File: src/logic/trace_pkg.sv
/*
 * Retirement trace unit shared definitions.
 * Widths, queue depth, commit event kinds and counter selects.
 */

`default_nettype none

package trace_pkg;

  // ------------------------------------------------------------------------
  // sizes
  // ------------------------------------------------------------------------
  localparam int unsigned NR_COMMIT_PORTS = 2;
  localparam int unsigned VLEN            = 32;
  // top bit of the cause flags an interrupt
  localparam int unsigned CAUSE_W         = 32;
  localparam int unsigned PC_QUEUE_DEPTH  = 4;
  localparam int unsigned CNT_W           = 32;

  typedef logic [0:0] port_idx_t;

  // ------------------------------------------------------------------------
  // encodings
  // ------------------------------------------------------------------------
  typedef enum logic [1:0] {
    EV_NONE      = 2'd0,
    EV_RETIRE    = 2'd1,
    EV_EXCEPTION = 2'd2,
    EV_INTERRUPT = 2'd3
  } event_kind_e;

  typedef enum logic [1:0] {
    CNT_RETIRED   = 2'd0,
    CNT_EXCEPTION = 2'd1,
    CNT_INTERRUPT = 2'd2,
    CNT_DROPPED   = 2'd3
  } cnt_sel_e;

endpackage

`default_nettype wire

File: src/logic/commit_event_if.sv
/*
 * Commit event bundle. Carries the classified commit of each port and
 * the debug mode flag sampled in the same cycle.
 */

`timescale 1ns/1ns
`default_nettype none

interface commit_event_if;

  // one entry per commit port that is valid for a single cycle
  trace_pkg::event_kind_e [trace_pkg::NR_COMMIT_PORTS-1:0]      ev_kind;
  logic [trace_pkg::NR_COMMIT_PORTS-1:0][trace_pkg::VLEN-1:0]    ev_pc;
  logic [trace_pkg::NR_COMMIT_PORTS-1:0][trace_pkg::CAUSE_W-1:0] ev_cause;
  logic                                                          debug_mode;

  // classifier side
  modport src (output ev_kind, ev_pc, ev_cause, debug_mode);

  // queues and counters
  modport dst (input ev_kind, ev_pc, ev_cause, debug_mode);

endinterface

`default_nettype wire

File: src/logic/commit_classify.sv
/*
 * Commit classifier. Registers the raw commit ports and turns each
 * acknowledged commit into a retire, exception or interrupt event.
 */

`timescale 1ns/1ns
`default_nettype none

module commit_classify (
  input  wire logic                                                          clk_i,
  input  wire logic                                                          rst_ni,
  input  wire logic [trace_pkg::NR_COMMIT_PORTS-1:0]                         commit_ack_i,
  input  wire logic [trace_pkg::NR_COMMIT_PORTS-1:0]                         commit_ex_valid_i,
  input  wire logic [trace_pkg::NR_COMMIT_PORTS-1:0][trace_pkg::VLEN-1:0]    commit_pc_i,
  input  wire logic [trace_pkg::NR_COMMIT_PORTS-1:0][trace_pkg::CAUSE_W-1:0] commit_cause_i,
  input  wire logic                                                          debug_mode_i,
  commit_event_if.src                                                        ev
);

  logic [trace_pkg::NR_COMMIT_PORTS-1:0]                         ack_q;
  logic [trace_pkg::NR_COMMIT_PORTS-1:0]                         ex_q;
  logic [trace_pkg::NR_COMMIT_PORTS-1:0][trace_pkg::VLEN-1:0]    pc_q;
  logic [trace_pkg::NR_COMMIT_PORTS-1:0][trace_pkg::CAUSE_W-1:0] cause_q;
  logic                                                          debug_q;

  // ------------------------------------------------------------------------
  // input registers
  // ------------------------------------------------------------------------
  always_ff @(posedge clk_i or negedge rst_ni) begin
    if (!rst_ni) begin
      ack_q   <= '0;
      ex_q    <= '0;
      debug_q <= 1'b0;
    end else begin
      ack_q   <= commit_ack_i;
      ex_q    <= commit_ex_valid_i;
      debug_q <= debug_mode_i;
    end
  end

  always_ff @(posedge clk_i) begin
    pc_q    <= commit_pc_i;
    cause_q <= commit_cause_i;
  end

  // ------------------------------------------------------------------------
  // classification
  // ------------------------------------------------------------------------
  always_comb begin
    for (int i = 0; i < trace_pkg::NR_COMMIT_PORTS; i++) begin
      if (!ack_q[i]) begin
        ev.ev_kind[i] = trace_pkg::EV_NONE;
      end else if (!ex_q[i]) begin
        ev.ev_kind[i] = trace_pkg::EV_RETIRE;
      end else if (cause_q[i][trace_pkg::CAUSE_W-1]) begin
        // msb of the cause marks an asynchronous trap
        ev.ev_kind[i] = trace_pkg::EV_INTERRUPT;
      end else begin
        ev.ev_kind[i] = trace_pkg::EV_EXCEPTION;
      end
    end
  end

  assign ev.ev_pc      = pc_q;
  assign ev.ev_cause   = cause_q;
  assign ev.debug_mode = debug_q;

endmodule

`default_nettype wire

File: src/logic/pc_queue.sv
/*
 * Retired PC queue for one commit port. Circular buffer with an
 * occupancy count, drops and flags a push that meets a full queue.
 */

`timescale 1ns/1ns
`default_nettype none

module pc_queue #(
  parameter trace_pkg::port_idx_t PORT  = '0,
  parameter int unsigned          DEPTH = trace_pkg::PC_QUEUE_DEPTH
) (
  input  wire logic                       clk_i,
  input  wire logic                       rst_ni,
  commit_event_if.dst                     ev,
  input  wire logic                       pop_i,
  output logic                            head_valid_o,
  output logic [trace_pkg::VLEN-1:0]      head_pc_o,
  output logic                            drop_o
);

  typedef logic [$clog2(DEPTH)-1:0]   ptr_t;
  typedef logic [$clog2(DEPTH+1)-1:0] cnt_t;

  logic [trace_pkg::VLEN-1:0] mem_q [DEPTH];
  ptr_t                       rd_ptr_q;
  ptr_t                       wr_ptr_q;
  cnt_t                       count_q;
  logic                       push;
  logic                       full;
  logic                       do_push;
  logic                       do_pop;

  // only retired instructions of this port enter the queue
  assign push    = (ev.ev_kind[PORT] == trace_pkg::EV_RETIRE);
  assign full    = (count_q == cnt_t'(DEPTH));
  assign do_pop  = pop_i && head_valid_o;
  // a pop in the same cycle frees the slot for the incoming PC
  assign do_push = push && (!full || do_pop);
  assign drop_o  = push && full && !do_pop;

  assign head_valid_o = (count_q != '0);
  assign head_pc_o    = mem_q[rd_ptr_q];

  always_ff @(posedge clk_i) begin
    if (do_push) begin
      mem_q[wr_ptr_q] <= ev.ev_pc[PORT];
    end
  end

  // ------------------------------------------------------------------------
  // pointers and occupancy
  // ------------------------------------------------------------------------
  always_ff @(posedge clk_i or negedge rst_ni) begin
    if (!rst_ni) begin
      rd_ptr_q <= '0;
      wr_ptr_q <= '0;
      count_q  <= '0;
    end else begin
      if (do_push) begin
        wr_ptr_q <= (wr_ptr_q == ptr_t'(DEPTH - 1)) ? '0 : wr_ptr_q + 1'b1;
      end
      if (do_pop) begin
        rd_ptr_q <= (rd_ptr_q == ptr_t'(DEPTH - 1)) ? '0 : rd_ptr_q + 1'b1;
      end
      if (do_push && !do_pop) begin
        count_q <= count_q + 1'b1;
      end else if (do_pop && !do_push) begin
        count_q <= count_q - 1'b1;
      end
    end
  end

endmodule

`default_nettype wire

File: src/logic/retire_counters.sv
/*
 * Retirement event counters. Counts retired instructions, exceptions,
 * interrupts and dropped PCs, frozen in debug mode, read by select.
 */

`timescale 1ns/1ns
`default_nettype none

module retire_counters (
  input  wire logic                                  clk_i,
  input  wire logic                                  rst_ni,
  commit_event_if.dst                                ev,
  input  wire logic [trace_pkg::NR_COMMIT_PORTS-1:0] drop_i,
  input  wire trace_pkg::cnt_sel_e                   cnt_sel_i,
  input  wire logic                                  cnt_clear_i,
  output logic [trace_pkg::CNT_W-1:0]                cnt_rdata_o
);

  // one counter per select value
  logic [3:0][trace_pkg::CNT_W-1:0] cnt_q;
  // up to two ports hit the same counter in a cycle
  logic [3:0][1:0]                  inc;

  // ------------------------------------------------------------------------
  // per-cycle increments
  // ------------------------------------------------------------------------
  always_comb begin
    inc = '0;
    for (int i = 0; i < trace_pkg::NR_COMMIT_PORTS; i++) begin
      unique case (ev.ev_kind[i])
        trace_pkg::EV_RETIRE:    inc[trace_pkg::CNT_RETIRED]   += 2'd1;
        trace_pkg::EV_EXCEPTION: inc[trace_pkg::CNT_EXCEPTION] += 2'd1;
        trace_pkg::EV_INTERRUPT: inc[trace_pkg::CNT_INTERRUPT] += 2'd1;
        default: ;
      endcase
      if (drop_i[i]) begin
        inc[trace_pkg::CNT_DROPPED] += 2'd1;
      end
    end
  end

  // ------------------------------------------------------------------------
  // counter registers
  // ------------------------------------------------------------------------
  always_ff @(posedge clk_i or negedge rst_ni) begin
    if (!rst_ni) begin
      cnt_q <= '0;
    end else if (cnt_clear_i) begin
      cnt_q <= '0;
    end else if (!ev.debug_mode) begin
      for (int k = 0; k < 4; k++) begin
        cnt_q[k] <= cnt_q[k] + trace_pkg::CNT_W'(inc[k]);
      end
    end
  end

  assign cnt_rdata_o = cnt_q[cnt_sel_i];

endmodule

`default_nettype wire

File: src/logic/pc_rr_arbiter.sv
/*
 * Round-robin merge of the per-port queue heads into one PC stream,
 * at most one PC per cycle, tagged with its source port.
 */

`timescale 1ns/1ns
`default_nettype none

module pc_rr_arbiter (
  input  wire logic                                                       clk_i,
  input  wire logic                                                       rst_ni,
  input  wire logic [trace_pkg::NR_COMMIT_PORTS-1:0]                      head_valid_i,
  input  wire logic [trace_pkg::NR_COMMIT_PORTS-1:0][trace_pkg::VLEN-1:0] head_pc_i,
  output logic [trace_pkg::NR_COMMIT_PORTS-1:0]                           pop_o,
  output logic                                                            trace_valid_o,
  output logic [trace_pkg::VLEN-1:0]                                      trace_pc_o,
  output trace_pkg::port_idx_t                                            trace_port_o
);

  trace_pkg::port_idx_t rr_q;
  trace_pkg::port_idx_t gnt_idx;
  logic                 gnt_found;

  // ------------------------------------------------------------------------
  // grant the first valid head at or after the pointer
  // ------------------------------------------------------------------------
  always_comb begin
    int unsigned idx;
    gnt_found = 1'b0;
    gnt_idx   = rr_q;
    for (int unsigned off = 0; off < trace_pkg::NR_COMMIT_PORTS; off++) begin
      idx = (int'(rr_q) + off) % trace_pkg::NR_COMMIT_PORTS;
      if (!gnt_found && head_valid_i[idx]) begin
        gnt_found = 1'b1;
        gnt_idx   = trace_pkg::port_idx_t'(idx);
      end
    end
  end

  always_comb begin
    pop_o          = '0;
    pop_o[gnt_idx] = gnt_found;
  end

  assign trace_valid_o = gnt_found;
  assign trace_pc_o    = head_pc_i[gnt_idx];
  assign trace_port_o  = gnt_idx;

  // pointer moves past the granted port
  always_ff @(posedge clk_i or negedge rst_ni) begin
    if (!rst_ni) begin
      rr_q <= '0;
    end else if (gnt_found) begin
      rr_q <= trace_pkg::port_idx_t'((int'(gnt_idx) + 1) % trace_pkg::NR_COMMIT_PORTS);
    end
  end

endmodule

`default_nettype wire

File: src/logic/commit_trace.sv
/*
 * Retirement trace unit top. Classifies commits of a dual-commit core,
 * queues retired PCs per port, merges them and keeps event counters.
 */

`timescale 1ns/1ns
`default_nettype none

module commit_trace (
  input  wire logic                                                          clk_i,
  input  wire logic                                                          rst_ni,
  input  wire logic [trace_pkg::NR_COMMIT_PORTS-1:0]                         commit_ack_i,
  input  wire logic [trace_pkg::NR_COMMIT_PORTS-1:0]                         commit_ex_valid_i,
  input  wire logic [trace_pkg::NR_COMMIT_PORTS-1:0][trace_pkg::VLEN-1:0]    commit_pc_i,
  input  wire logic [trace_pkg::NR_COMMIT_PORTS-1:0][trace_pkg::CAUSE_W-1:0] commit_cause_i,
  input  wire logic                                                          debug_mode_i,
  input  wire trace_pkg::cnt_sel_e                                           cnt_sel_i,
  input  wire logic                                                          cnt_clear_i,
  output logic [trace_pkg::CNT_W-1:0]                                        cnt_rdata_o,
  output logic                                                               trace_valid_o,
  output logic [trace_pkg::VLEN-1:0]                                         trace_pc_o,
  output trace_pkg::port_idx_t                                               trace_port_o
);

  logic [trace_pkg::NR_COMMIT_PORTS-1:0]                      head_valid;
  logic [trace_pkg::NR_COMMIT_PORTS-1:0][trace_pkg::VLEN-1:0] head_pc;
  logic [trace_pkg::NR_COMMIT_PORTS-1:0]                      pop;
  logic [trace_pkg::NR_COMMIT_PORTS-1:0]                      drop;

  commit_event_if ev_if ();

  // ------------------------------------------------------------------------
  // input side
  // ------------------------------------------------------------------------
  commit_classify i_commit_classify (
    .clk_i             ( clk_i             ),
    .rst_ni            ( rst_ni            ),
    .commit_ack_i      ( commit_ack_i      ),
    .commit_ex_valid_i ( commit_ex_valid_i ),
    .commit_pc_i       ( commit_pc_i       ),
    .commit_cause_i    ( commit_cause_i    ),
    .debug_mode_i      ( debug_mode_i      ),
    .ev                ( ev_if             )
  );

  // ------------------------------------------------------------------------
  // per-port PC queues and event counters
  // ------------------------------------------------------------------------
  for (genvar i = 0; i < trace_pkg::NR_COMMIT_PORTS; i++) begin : gen_pc_queue
    pc_queue #(
      .PORT  ( trace_pkg::port_idx_t'(i) ),
      .DEPTH ( trace_pkg::PC_QUEUE_DEPTH )
    ) i_pc_queue (
      .clk_i        ( clk_i         ),
      .rst_ni       ( rst_ni        ),
      .ev           ( ev_if         ),
      .pop_i        ( pop[i]        ),
      .head_valid_o ( head_valid[i] ),
      .head_pc_o    ( head_pc[i]    ),
      .drop_o       ( drop[i]       )
    );
  end

  retire_counters i_retire_counters (
    .clk_i       ( clk_i       ),
    .rst_ni      ( rst_ni      ),
    .ev          ( ev_if       ),
    .drop_i      ( drop        ),
    .cnt_sel_i   ( cnt_sel_i   ),
    .cnt_clear_i ( cnt_clear_i ),
    .cnt_rdata_o ( cnt_rdata_o )
  );

  // ------------------------------------------------------------------------
  // output side
  // ------------------------------------------------------------------------
  pc_rr_arbiter i_pc_rr_arbiter (
    .clk_i         ( clk_i         ),
    .rst_ni        ( rst_ni        ),
    .head_valid_i  ( head_valid    ),
    .head_pc_i     ( head_pc       ),
    .pop_o         ( pop           ),
    .trace_valid_o ( trace_valid_o ),
    .trace_pc_o    ( trace_pc_o    ),
    .trace_port_o  ( trace_port_o  )
  );

endmodule

`default_nettype wire

File: config.mk
export PLATFORM = sky130hd
export DESIGN_NAME = commit_trace
export DESIGN_NICKNAME = d
export VERILOG_FILES = /design/src/logic/trace_pkg.sv /design/src/logic/commit_event_if.sv /design/src/logic/commit_classify.sv /design/src/logic/pc_queue.sv /design/src/logic/retire_counters.sv /design/src/logic/pc_rr_arbiter.sv /design/src/logic/commit_trace.sv
export SDC_FILE = /design/constraint.sdc
export NUM_CORES = 1
export LEC_CHECK = 0
export BUFFER_PORTS_ARGS = -buffer_cell sky130_fd_sc_hd__buf_2
export CAP_MARGIN = 20
export CORE_MARGIN = 4
export CORE_UTILIZATION = 35
export CTS_BUF_LIST = sky130_fd_sc_hd__clkbuf_8
export DETAILED_ROUTE_END_ITERATION = 6
export PLACE_DENSITY_LB_ADDON = 0.05
export SLEW_MARGIN = 20
export SYNTH_ARGS = -nofsm -noshare
export SYNTH_HDL_FRONTEND = slang
export SYNTH_SLANG_ARGS = --single-unit
File: constraint.sdc
create_clock -name clk_i -period 3.1 [get_ports clk_i]
set_input_delay 0.31 -clock clk_i [delete_from_list [all_inputs] [get_ports clk_i]]
set_output_delay 0.31 -clock clk_i [all_outputs]
set_load 0.01 [all_outputs]
# After elaboration in Yosys (flattened, before gate mapping)
# Memory sizes are Yosys's and may differ from the RTL's.
# Cells that the tools add are included.
[op_classes]
n_bitwise = 1
n_mux = 41
eq_ne = 13
n_reduce_logical = 27
addsub = 18
magnitude_cmp = 5
[ops]
columns = ["cell", "count"]
rows = [
  ["two-way mux 128 bit", 2],
  ["adder 32 x 2 -> 32 bit", 4],
  ["two-way mux 32 bit", 3],
  ["binary-select mux 32 bit (select 2 bit)", 1],
  ["two-way mux 2 bit", 12],
  ["two-way mux 1 bit", 18],
  ["equality test 2 bit, second input constant", 8],
  ["logical AND 1 bit", 14],
  ["two-way mux 3 bit", 4],
  ["adder 1 x 1 -> 2 bit, second input constant", 4],
  ["adder 2 x 1 -> 2 bit, second input constant", 4],
  ["logical NOT 1 bit", 7],
  ["adder 3 x 1 -> 3 bit, second input constant", 2],
  ["equality test 3 bit, second input constant", 2],
  ["< comparator 1 x 2 -> 1 bit, second input constant", 3],
  ["nonzero test 3 bit", 2],
  ["subtractor 3 x 1 -> 3 bit, second input constant", 2],
  ["equality test 2 x 1 -> 1 bit, second input constant", 2],
  ["nonzero test 2 bit", 2],
  ["< comparator 2 x 3 -> 1 bit, second input constant", 1],
  ["adder 1 bit, second input constant", 2],
  ["bitwise AND 2 bit", 1],
  ["logical OR 1 bit", 2],
  ["!= test 2 bit, second input constant", 1],
  ["other kinds (2)", 2],
]
[totals]
inputBits = 138
output_inout_bits = 66
regBits = 276
mem_count = 2
mem_bits_rw = 256
[memory_table]
columns = ["name", "depth", "word_bits", "read_ports", "rd_ports_with_merged_regs", "wr", "line", "text"]
rows = [
  ["gen_pc_queue[0].i_pc_queue.mem_q", 4, 32, 1, 0, 1, "pc_queue.sv:25", "logic [trace_pkg::VLEN-1:0] mem_q [DEPTH];"],
  ["gen_pc_queue[1].i_pc_queue.mem_q", 4, 32, 1, 0, 1, "pc_queue.sv:25", ""],
]

# Depth between registers and ports, before layout
# Gate-level depths: netlist of the first run.
[depth]
ltp_word = 21
mapped_depth = 11

# By module
# Synthesis of the first run repeated with hierarchy kept, for this count alone.
[unflattened]
cells_unflattened = 1333
hier_area_um2 = 20825.0
[by_module_without_submodules]
columns = ["mod", "cells_per_inst", "area_per_inst_um2", "n_inst"]
rows = [
  ["pc_queue", 205, 5111.2, 2],
  ["retire_counters", 740, 7388.3, 1],
  ["commit_classify", 139, 2722.6, 1],
  ["pc_rr_arbiter", 44, 491.7, 1],
]

# Least setup slack after synthesis of the first run
# OpenSTA, ideal clock, no wires.
[synth_timing]
kind = "register to register"
from = "register gen_pc_queue[1].i_pc_queue.count_q[0]"
to = "register i_retire_counters.cnt_q[116] (netlist name)"
path_slack_ns = 0.279
t_arrival_ns = 2.690
stages_incl_launch_ff = 12
setup_ns = 0.132
path_cell_list = "dfrtp_1 > or3_1 > o21ai_1 > nor4_1 > ha_1 > ha_1 > fa_1 > nand4_1 > clkbuf_1 > nor4_1 > xnor2_1 > nor2_1"
[synth_via]
elab_chain_cells = 21
[synth_rtl]
columns = ["item", "line", "text"]
rows = [
  ["start: declaration", "pc_queue.sv:28", "cnt_t count_q;"],
  ["start signal: assignment", "pc_queue.sv:67", "count_q <= count_q + 1'b1;"],
  ["start signal: assignment", "pc_queue.sv:69", "count_q <= count_q - 1'b1;"],
  ["nonzero test 3 bit", "pc_queue.sv:42", "assign head_valid_o = (count_q != '0);"],
  ["two-way mux 1 bit (not written as such) (2 in series)", "pc_rr_arbiter.sv:33", "if (!gnt_found && head_valid_i[idx]) begin"],
  ["two-way mux 1 bit", "pc_rr_arbiter.sv:33", ""],
  ["logical NOT 1 bit", "pc_rr_arbiter.sv:33", ""],
  ["logical AND 1 bit", "pc_rr_arbiter.sv:33", ""],
  ["two-way mux 1 bit", "pc_rr_arbiter.sv:33", ""],
  ["< comparator 1 x 2 -> 1 bit (not written as such) / >= comparator 1 bit (equally long branches)", "pc_rr_arbiter.sv:42", "pop_o[gnt_idx] = gnt_found;"],
  ["logical AND 1 bit (not written as such)", "pc_rr_arbiter.sv:42", ""],
  ["[4 not listed]", "-", ""],
  ["logical NOT 1 bit", "pc_queue.sv:40", "assign drop_o = push && full && !do_pop;"],
  ["logical AND 1 bit", "pc_queue.sv:40", ""],
  ["two-way mux 1 bit", "retire_counters.sv:36", "if (drop_i[i]) begin"],
  ["adder 1 x 1 -> 2 bit", "retire_counters.sv:37", "inc[trace_pkg::CNT_DROPPED] += 2'd1;"],
  ["two-way mux 2 bit *", "retire_counters.sv:36", ""],
  ["adder 32 x 2 -> 32 bit *", "retire_counters.sv:52", "cnt_q[k] <= cnt_q[k] + trace_pkg::CNT_W'(inc[k]);"],
  ["two-way mux 128 bit *", "retire_counters.sv:50", "end else if (!ev.debug_mode) begin"],
  ["two-way mux 128 bit *", "retire_counters.sv:48", "end else if (cnt_clear_i) begin"],
  ["end signal: indexed assignment", "retire_counters.sv:52", ""],
  ["end: declaration", "retire_counters.sv:20", "logic [3:0][trace_pkg::CNT_W-1:0] cnt_q;"],
]
# Mark *: on every way between the ends. The rest lies on a longest branch, timed or not. The select of a mux whose other input is x is not followed.
# A chain may end at the register's enable or synchronous reset.

# Worst setup path in the final report of the first run
[layout_timing]
from = "register gen_pc_queue[1].i_pc_queue.count_q[0]"
to = "output port trace_pc_o[1] (netlist name)"
[layout_via]
elab_chain_cells = 9
[layout_rtl]
columns = ["item", "line", "text"]
rows = [
  ["nonzero test 3 bit *", "pc_queue.sv:42", ""],
  ["two-way mux 1 bit (not written as such) (2 in series)", "pc_rr_arbiter.sv:33", ""],
  ["two-way mux 1 bit", "pc_rr_arbiter.sv:33", ""],
  ["logical NOT 1 bit", "pc_rr_arbiter.sv:33", ""],
  ["logical AND 1 bit *", "pc_rr_arbiter.sv:33", ""],
  ["two-way mux 1 bit *", "pc_rr_arbiter.sv:33", ""],
  ["two-way mux 32 bit (not written as such) * (2 in series)", "pc_rr_arbiter.sv:46", "assign trace_pc_o = head_pc_i[gnt_idx];"],
  ["end: declaration", "commit_trace.sv:21", "output logic [trace_pkg::VLEN-1:0] trace_pc_o,"],
]
# Marked as above.

==> results.cfg, run 1 <==
[status]
outcome = finished, final reports clean

[drt]
viasPerCell = 4.844
wl_per_cell_um = 20.14
drt_iter0_drc = 612
drt_first_pass_iters = 4
drc = 0
routed_wl_um = 47960
postRouteAntennaNets = 0
vias = 11530

[synth]
yosys.area_share.simple = 0.1086
synth_top_family_by_area = multiplexers
synth-xor-area-share = 0.04779
synthMuxAreaShare = 0.1369
syn_avg_cell_area_um2 = 15.24
yosysUniqueCellTypes = 49
syn_nets = 1443
syn_area_mm2 = 0.01942
async_flop_share = 0.3149
synth_compound_area_frac = 0.01443
synth-seq-area-share = 0.6544
ys_ff_latch = 470
synth-edff-count = 256
syn_inst = 1275
synthAdderAreaFrac = 0.02216
synth_warnings = 0
synth_ff_type = edfxtp_1

[cells_and_area]
drive_gt1_frac = 0.2854
final_common_cell = edfxtp_1
nNetsFinal = 1729
num_antenna_cells = 0
fin_area_mm2 = 0.02385
post-route-util = 0.4337
area_delta_synth_final_pct = 22.77
most-common-layout-cells = edfxtp_1, dfrtp_1, buf_2

[sta]
hold_viol = 0
tns_ps = 0
drv_slew = 0
hold_slack_ps = 229.7
relSlewSlack = 0.4240
skew_ps = 35.08
period_share = 0.9450
rsz0062_at_grt = no
setup_viol = 0
post-route-min-period_ps = 2929
worst_pin_slew_ps = 856.1
fmax_mhz = 341.4

[place]
port_buffers = 141
place_area_mm2 = 0.02135
dp_hpwl_um = 30030
place.gp.congestion = 0.7781

[critical_path]
end_kind = output port
critPathArrivalTime_ps = 2620
critPathLaunchType = flip-flop
path_class = flip-flop to output port
cp_max_fo = 33
cp.required_ps = 2790
r2r_setup_slack_ps = 260

[floorplan]
num_io_pins = 204
die_h_um = 243.6
initial_core_util = 0.3533
dieArea_mm2 = 0.05933
die_w_um = 243.6
coreArea_mm2 = 0.05499
rows = 86

[pwr]
total_power_mw = 17.34
irDropWorstVdd_mv = 0.3282
power_density_mw_per_mm2 = 727.1
p_leak_nw = 9.046

[global_route]
grt_pass1_vias = 12530
grt_max_degree = 129
grt_pass1_wl_um = 74790
overflow = 0
antenna_found_initial = 1
grtUsageTotal = 0.1644

[clocking]
clk_pin_slew_ps = 60
cts_inserted_buffers = 87
cts_tree = yes
cts_max_path_buffers = 3
clock_latency_ps = 670
htree_levels = 3
root_buffer = clkbuf_8
cts.sinks = 470

[job]
drv_cap = 0

[worst_hold_path]
holdCritPathClass = input pin to asynchronous set/reset pin
==> state kept, by name (all words and copies together), names as in the netlist <==
signal,flops
i_commit_classify.ev.ev_cause,2
gen_pc_queue.i_pc_queue.wr_ptr_q,4
i_commit_classify.ev.debug_mode,1
i_commit_classify.ex_q,2
i_commit_classify.ev.ev_pc,64
i_retire_counters.cnt_q,128
gen_pc_queue.i_pc_queue.mem_q,256
gen_pc_queue.i_pc_queue.count_q,6
i_commit_classify.ack_q,2
i_pc_rr_arbiter.rr_q,1
gen_pc_queue.i_pc_queue.rd_ptr_q,4
==> worst paths after layout <==
| check | from | to | cells after the start |
|---|---|---|---|
| max in group asynchronous | rst_ni | i_retire_counters.cnt_q[82] | 3 |
| min | rst_ni | i_retire_counters.cnt_q[29] | 2 |
| min reg2reg | i_commit_classify.ev.ev_pc[62] | gen_pc_queue[1].i_pc_queue.mem_q[1][30] | 0 |
| min in group clk_i | commit_pc_i[56] | i_commit_classify.ev.ev_pc[56] | 2 |
| max | gen_pc_queue[1].i_pc_queue.count_q[0] | trace_pc_o[1] | 6 |
| max reg2reg | gen_pc_queue[1].i_pc_queue.count_q[0] | i_retire_counters.cnt_q[118] | 11 |
==> routing by layer <==
metal | part of all wire | GRT usage | vias up
li1 | - | - | 5377
met1 | 0.45 | 0.2172 | 5863
met2 | 0.49 | 0.2765 | 216
met3 | 0.037 | 0.03412 | 77
met4 | 0.022 | 0.04776 | 0
met5 | 0 | 0 | -
==> cell type report <==
| cell class | instances | area (µm²) |
|---|---|---|
| fillers | 5032 | 31140 |
| clock buffers | 104 | 1431 |
| flip-flops and latches | 470 | 12720 |
| clock inverters | 57 | 317.8 |
| multi-input cells | 727 | 6419 |
| repair buffers | 255 | 1953 |
| inverters | 20 | 75.07 |
| well taps | 748 | 935.9 |
==> through the flow <==
stage | setup slack, ps | std cells
finish | 170.6 | 2381
global placement | 141.8 | 2146
global route | 0.08527 | 2381
CTS | 30.40 | 2380
detailed placement | 82.52 | 2146
floorplan | 278.5 | 1275
==> cell families after synthesis <==
| logic type | count (synthesis) |
|---|---|
| xor gates and xnor gates | 106 |
| and+or+nand+nor | 397 |
| muxes | 141 |
| buffers and inverters | 78 |
| adders and majority gates | 31 |
| DFF | 470 |
| AOI/OAI and AO/OA | 52 |
==> cell usage after synthesis, types with 22 or more instances <==
cell type / number / area share
o21ai_0: 22 / 0.0057
xor2_1: 39 / 0.018
dfxtp_1: 66 / 0.068
ha_1: 24 / 0.015
edfxtp_1: 256 / 0.40
xnor2_1: 67 / 0.030
nand3_1: 45 / 0.012
nor4_1: 35 / 0.011
nand2_1: 48 / 0.0093
mux4_2: 96 / 0.11
mux2_2: 36 / 0.021
clkbuf_1: 39 / 0.0075
nor2_1: 127 / 0.025
nand4_1: 25 / 0.0081
dfrtp_1: 148 / 0.19
==> critical path, cell delays in order (launching register included) <==
cell,delay (ps)
dfrtp_1,430
or3_1,380
buf_4,150
maj3_2,310
buf_12,200
mux2_2,330
buf_2,150
==> repair_timing <==
action | in CTS | in global routing
buffers inserted | 0 | 1
endpoints found under the hold margin | 131 | 0
gates resized for setup | 2 | 1
hold buffers | 73 | 0
setup endpoints to repair | 32 | 23
==> report_power, final <==
group	leakage, nW	internal (mW)	switching (mW)
Sequential	4.90	7.13	0.253
Combinational	3.13	2.06	2.05
Clock	1.01	3.16	2.69
Total	9.05	12.3	5.00
No activity file was read; power rests on OpenSTA's default activity.
==> inputs of run 2 (changes only) <==
--- a/config.mk
+++ b/config.mk
@@ -5,6 +5,7 @@
 export SDC_FILE = /design/constraint.sdc
 export NUM_CORES = 1
 export LEC_CHECK = 0
+export ABC_AREA = 1
 export BUFFER_PORTS_ARGS = -buffer_cell sky130_fd_sc_hd__buf_2
 export CAP_MARGIN = 20
 export CORE_MARGIN = 4
==> results.cfg, run 2 <==
[synth]
yosys.area_share.simple = 0.2103
syn_nets = 2481
synth_top_family_by_area = simple AND/OR/NAND/NOR gates
synthAdderAreaFrac = 0.01978
yosys.area.top_type_share = 0.3618
ys_ff_latch = 470
synth-xor-area-share = 0.002473
synth_area_leader_cell = edfxtp_1
yosysUniqueCellTypes = 41
yosysMostFrequentCell = nor2_1
synthMuxAreaShare = 0.001060
synth-seq-area-share = 0.5982
synth_compound_area_frac = 0.1106
synth_warnings = 0
synth_ff_type = edfxtp_1
yosys-top-cells-count = nor2_1, nand2_1, edfxtp_1
syn_avg_cell_area_um2 = 9.187
syn_area_mm2 = 0.02125
syn_inst = 2313
synth_area_leaders = edfxtp_1, dfrtp_1, nor2_1
async_flop_share = 0.3149
synth-edff-count = 256

[pwr]
power_density_mw_per_mm2 = 742.6
irDropWorstVdd_mv = 0.4567
p_leak_nw = 10.32
total_power_mw = 19.06

[critical_path]
end_kind = output port
cp_max_fo = 46
cp_top_family = compound AO/OA/AOI/OAI gates
path_class = flip-flop to output port
critPathArrivalTime_ps = 2690
max_stage_delay_ps = 570
path_cells = buf_4 > nor2_1 > o32ai_1 > nand2_1 > o21ai_0 > buf_2
cp.required_ps = 2790
critPathLaunchType = flip-flop
worst-path-buf-inv = 2
slowest_stage = o32ai_1
r2r_setup_slack_ps = 230

[clocking]
root_buffer = clkbuf_8
htree_levels = 3
cts_tree = yes
clock_latency_ps = 680
cts_max_path_buffers = 3
clk_pin_slew_ps = 60
cts_inserted_buffers = 87
cts.sinks = 470

[place]
place.gp.congestion = 0.8902
port_buffers = 141
dp_hpwl_um = 43970
place_area_mm2 = 0.02310

[drt]
wl_per_cell_um = 18.92
drt_iter0_drc = 1248
drt_first_pass_iters = 6
drc = 0
routed_wl_um = 64840
vias = 16990
viasPerCell = 4.958
postRouteAntennaNets = 0

[floorplan]
coreArea_mm2 = 0.06025
initial_core_util = 0.3527
die_h_um = 254.4
dieArea_mm2 = 0.06472
rows = 90
die_w_um = 254.4
num_io_pins = 204

[worst_hold_path]
holdCritPathClass = input pin to asynchronous set/reset pin

[sta]
post-route-min-period_ps = 2999
drv_slew = 0
fmax_mhz = 333.5
relSlewSlack = 0.4862
tns_ps = 0
setup_viol = 0
hold_slack_ps = 153.8
hold_viol = 0
rsz0062_at_grt = yes
worst_pin_slew_ps = 768.4
skew_ps = 30.64
period_share = 0.9673

[global_route]
grt_pass1_wl_um = 98990
overflow = 0
grt_pass1_vias = 16700
antenna_found_initial = 2
grtUsageTotal = 0.1994
grt_max_degree = 119

[cells_and_area]
top_register = gen_pc_queue.i_pc_queue.mem_q
final_common_cell = nor2_1
area_delta_synth_final_pct = 20.81
most-common-layout-cells = nor2_1, nand2_1, edfxtp_1
drive_gt1_frac = 0.1343
largest_register_ffs = 256
fin_area_mm2 = 0.02567
post-route-util = 0.4261
nNetsFinal = 2740

[job]
drv_cap = 0

[status]
outcome = finished, final reports clean
run 2: metrics by stage:
step	instances	setup WS, ps
after floorplan	2313	309.9
after global placement	3192	270.4
after detailed placement	3192	248.2
after CTS	3426	39.07
after global routing	3427	-40.10
final	3427	101.4
run 2: timing repair:
action / in CTS / in global routing
cloned: 0 / 0
setup endpoints to repair: 4 / 7
setup buffers: 0 / 0
hold buffers: 73 / 0
endpoints found under the hold margin: 122 / 0
pin swaps: 0 / 0
resized for setup: 2 / 5
run 2: path summary, 6_finish.rpt:
kind | cells after the start | startpoint | endpoint
worst min-delay path | 2 | rst_ni | i_retire_counters.cnt_q[51]
min in group clk_i | 2 | commit_pc_i[22] | i_commit_classify.ev.ev_pc[22]
worst min register to register | 0 | i_commit_classify.ev.ev_pc[28] | gen_pc_queue[0].i_pc_queue.mem_q[3][28]
worst max-delay path | 6 | gen_pc_queue[1].i_pc_queue.rd_ptr_q[0] | trace_pc_o[9]
worst max register to register | 15 | gen_pc_queue[1].i_pc_queue.count_q[0] | i_retire_counters.cnt_q[107]
max in group asynchronous | 3 | rst_ni | i_retire_counters.cnt_q[95]
run 2: power by group:
group	total, mW	internal (mW)	switching [mW]
Sequential	7.56	7.19	0.377
Combinational	5.43	1.85	3.58
Clock	6.08	3.32	2.75
Total	19.1	12.4	6.71
run 2: cells by family after synthesis:
group,after synthesis
AND/OR/NAND/NOR,1089
flip-flops,470
AO/OA/AOI/OAI,412
buffers and inverters,304
adder cells (fa/ha/maj),30
XOR/XNOR,6
multiplexers,2
run 2: worst register-to-register path: cells and delay by family, from the launching register on:
kind	cells	cell delay, ps
AO/OA/AOI/OAI	1	180
adder cells (fa/ha/maj)	2	510
buffers and inverters	2	130
flip-flops	1	430
AND/OR/NAND/NOR	10	1520
run 2: routing by layer:
layer / wire, µm / up-vias / part of all wire / global-route usage
li1: - / 8366 / - / -
met1: 31870 / 8147 / 0.49 / 0.3020
met2: 28270 / 392 / 0.44 / 0.2975
met3: 3173 / 87 / 0.049 / 0.03182
met4: 1526 / 0 / 0.024 / 0.05580
met5: 0 / - / 0 / 0
run 2: cell type report:
cell class / instances / area, µm²
Antenna cell: 1 / 2.502
Clock buffer: 100 / 1376
Clock inverter: 61 / 412.9
Fill cell: 5951 / 34570
Inverter: 208 / 782.0
Multi-Input combinational cell: 1539 / 7431
Sequential cell: 470 / 12720
Tap cell: 782 / 978.4
Timing Repair Buffer: 266 / 1971
==> inputs of run 3 (changes only) <==
--- a/config.mk
+++ b/config.mk
@@ -9,8 +9,8 @@
 export BUFFER_PORTS_ARGS = -buffer_cell sky130_fd_sc_hd__buf_2
 export CAP_MARGIN = 20
 export CORE_MARGIN = 4
-export CORE_UTILIZATION = 35
-export CTS_BUF_LIST = sky130_fd_sc_hd__clkbuf_8
+export CORE_UTILIZATION = 30
+export CTS_BUF_LIST = sky130_fd_sc_hd__clkbuf_8 sky130_fd_sc_hd__clkbuf_16
 export DETAILED_ROUTE_END_ITERATION = 6
 export PLACE_DENSITY_LB_ADDON = 0.05
 export SLEW_MARGIN = 20
==> results.cfg, run 3 (same netlist as run 2, synthesis figures left out) <==
[status]
outcome = finished, final reports clean

[drt]
drc = 0
drt_first_pass_iters = 4
drt_iter0_drc = 859
viasPerCell = 4.762
vias = 16760
routed_wl_um = 67650
postRouteAntennaNets = 0
wl_per_cell_um = 19.22

[sta]
skew_ps = 56.48
tns_ps = 0
drv_slew = 0
post-route-min-period_ps = 2890
setup_ws_ps = 210.3
worst_pin_slew_ps = 911.5
period_share = 0.9322
hold_viol = 0
relSlewSlack = 0.3904
setup_viol = 0
rsz0062_at_grt = no
fmax_mhz = 346.1

[cells_and_area]
nNetsFinal = 2701
area_delta_synth_final_pct = 22.15
largest_register_ffs = 256
top_register = gen_pc_queue.i_pc_queue.mem_q
post-route-util = 0.3700
drive_gt1_frac = 0.1194
final_common_cell = nor2_1
num_antenna_cells = 0
most-common-layout-cells = nor2_1, nand2_1, edfxtp_1
fin_area_mm2 = 0.02596

[global_route]
grt_use_met1 = 0.2679
use_met3 = 0.02826
grt_pass1_wl_um = 102300
grtUsageTotal = 0.1787
antenna_found_initial = 1
grt.busiest_layer = met1
grt_max_degree = 119
grt_pass1_vias = 16510
overflow = 0
met2_usage = 0.2642

[place]
port_buffers = 141
place.gp.congestion = 0.8531
place_area_mm2 = 0.02330
dp_hpwl_um = 46420
place_ws_ps = 254.8

[floorplan]
rows = 97
initial_core_util = 0.3029
coreArea_mm2 = 0.07015
die_w_um = 274.1
die_h_um = 274.1
dieArea_mm2 = 0.07516
num_io_pins = 204

[pwr]
power_density_mw_per_mm2 = 758.3
p_leak_nw = 10.27
total_power_mw = 19.68
irDropWorstVdd_mv = 0.4561

[clocking]
cts.sinks = 470
clk_pin_slew_ps = 60
cts_inserted_buffers = 57
root_buffer = clkbuf_16
htree_levels = 2
cts_max_path_buffers = 3
clock_latency_ps = 650
postCtsSetupRepairBufs = 0
cts_tree = yes

[critical_path]
cp.required_ps = 3640
worstRegToRegCells = 15
path_class = flip-flop to flip-flop
cp_max_fo = 5
rr_endpoint = i_retire_counters.cnt_q[20]
cp-endpoint = i_retire_counters.cnt_q[20]
startpoint = i_commit_classify.ex_q[1]
critPathLaunchType = flip-flop
reg2reg_from = i_commit_classify.ex_q[1]
end_kind = flip-flop
r2r_setup_slack_ps = 210
critPathArrivalTime_ps = 3430

[worst_hold_path]
whs_path_depth = 2
worstHoldStart = cnt_clear_i
holdCritPathClass = input pin to flip-flop

[job]
drv_cap = 0
==> run 3: cell types whose count changed in the layout (fill, tap and decap cells not counted), moves of 5 or more <==
cell,previous run,this run
clkbuf_8,100,9
clkbuf_16,0,57
clkinv_1,17,2
buf_4,41,27
buf_12,11,16
inv_1,227,222
o32ai_1,58,63
o32ai_2,6,1
==> run 3: stage by stage <==
stage,hold WS (ps),cells
detailed placement,290.1,3342
floorplan,14.41,2313
CTS,85.77,3520
finish,132.6,3520
global placement,299.8,3342
global route,80.26,3520
==> run 3: worst min path at each step <==
stage | slack [ps] | end
after detailed placement | 290 | i_retire_counters.cnt_q[43]
after global placement | 300 | i_retire_counters.cnt_q[43]
after global routing | 80 | i_retire_counters.cnt_q[35]
final | 130 | i_retire_counters.cnt_q[35]
after CTS | 90 | i_retire_counters.cnt_q[35]
after floorplan | 10 | gen_pc_queue[0].i_pc_queue.count_q[0]
==> run 3: power breakdown <==
| part | total (mW) | internal (mW) | switching, mW | leakage, nW |
|---|---|---|---|---|
| combinational | 5.50 | 1.86 | 3.64 | 4.36 |
| sequential | 7.52 | 7.18 | 0.337 | 4.90 |
| clock | 6.67 | 3.91 | 2.75 | 1.01 |
| total | 19.7 | 12.9 | 6.73 | 10.3 |
==> run 3: layout make-up <==
class                           instances  area (µm²)
Fill cell                            7183       44190
Multi-Input combinational cell       1539        7396
Inverter                              208       784.5
Tap cell                              940        1176
Clock buffer                           66        1550
Timing Repair Buffer                  257        1967
Sequential cell                       470       12720
Clock inverter                         40       366.6
==> run 3: per-layer routing <==
metal  routed length (µm)  part of all wire
met4                 1959             0.029
met2                28770              0.43
met3                 2954             0.044
met1                33970              0.50
met5                    0                 0
==> run 3: repair_timing <==
action | 4_1_cts | 5_1_grt
endpoints found under the setup margin | 0 | 20
hold endpoints to repair | 113 | 0
resized for setup | 0 | 5
hold buffers | 72 | 0
==> run 3: worst max-delay path, stage by stage, from the launching register on <==
cell	delay [ps]
dfrtp_1	370
nand2_1	100
nand3_1	250
inv_1	160
ha_1	240
ha_1	210
fa_1	400
nand3_1	180
inv_1	120
nand3_1	220
inv_1	120
nand3_1	120
nor2_1	70
nand2_1	50
nand2_1	50
nor2_1	90
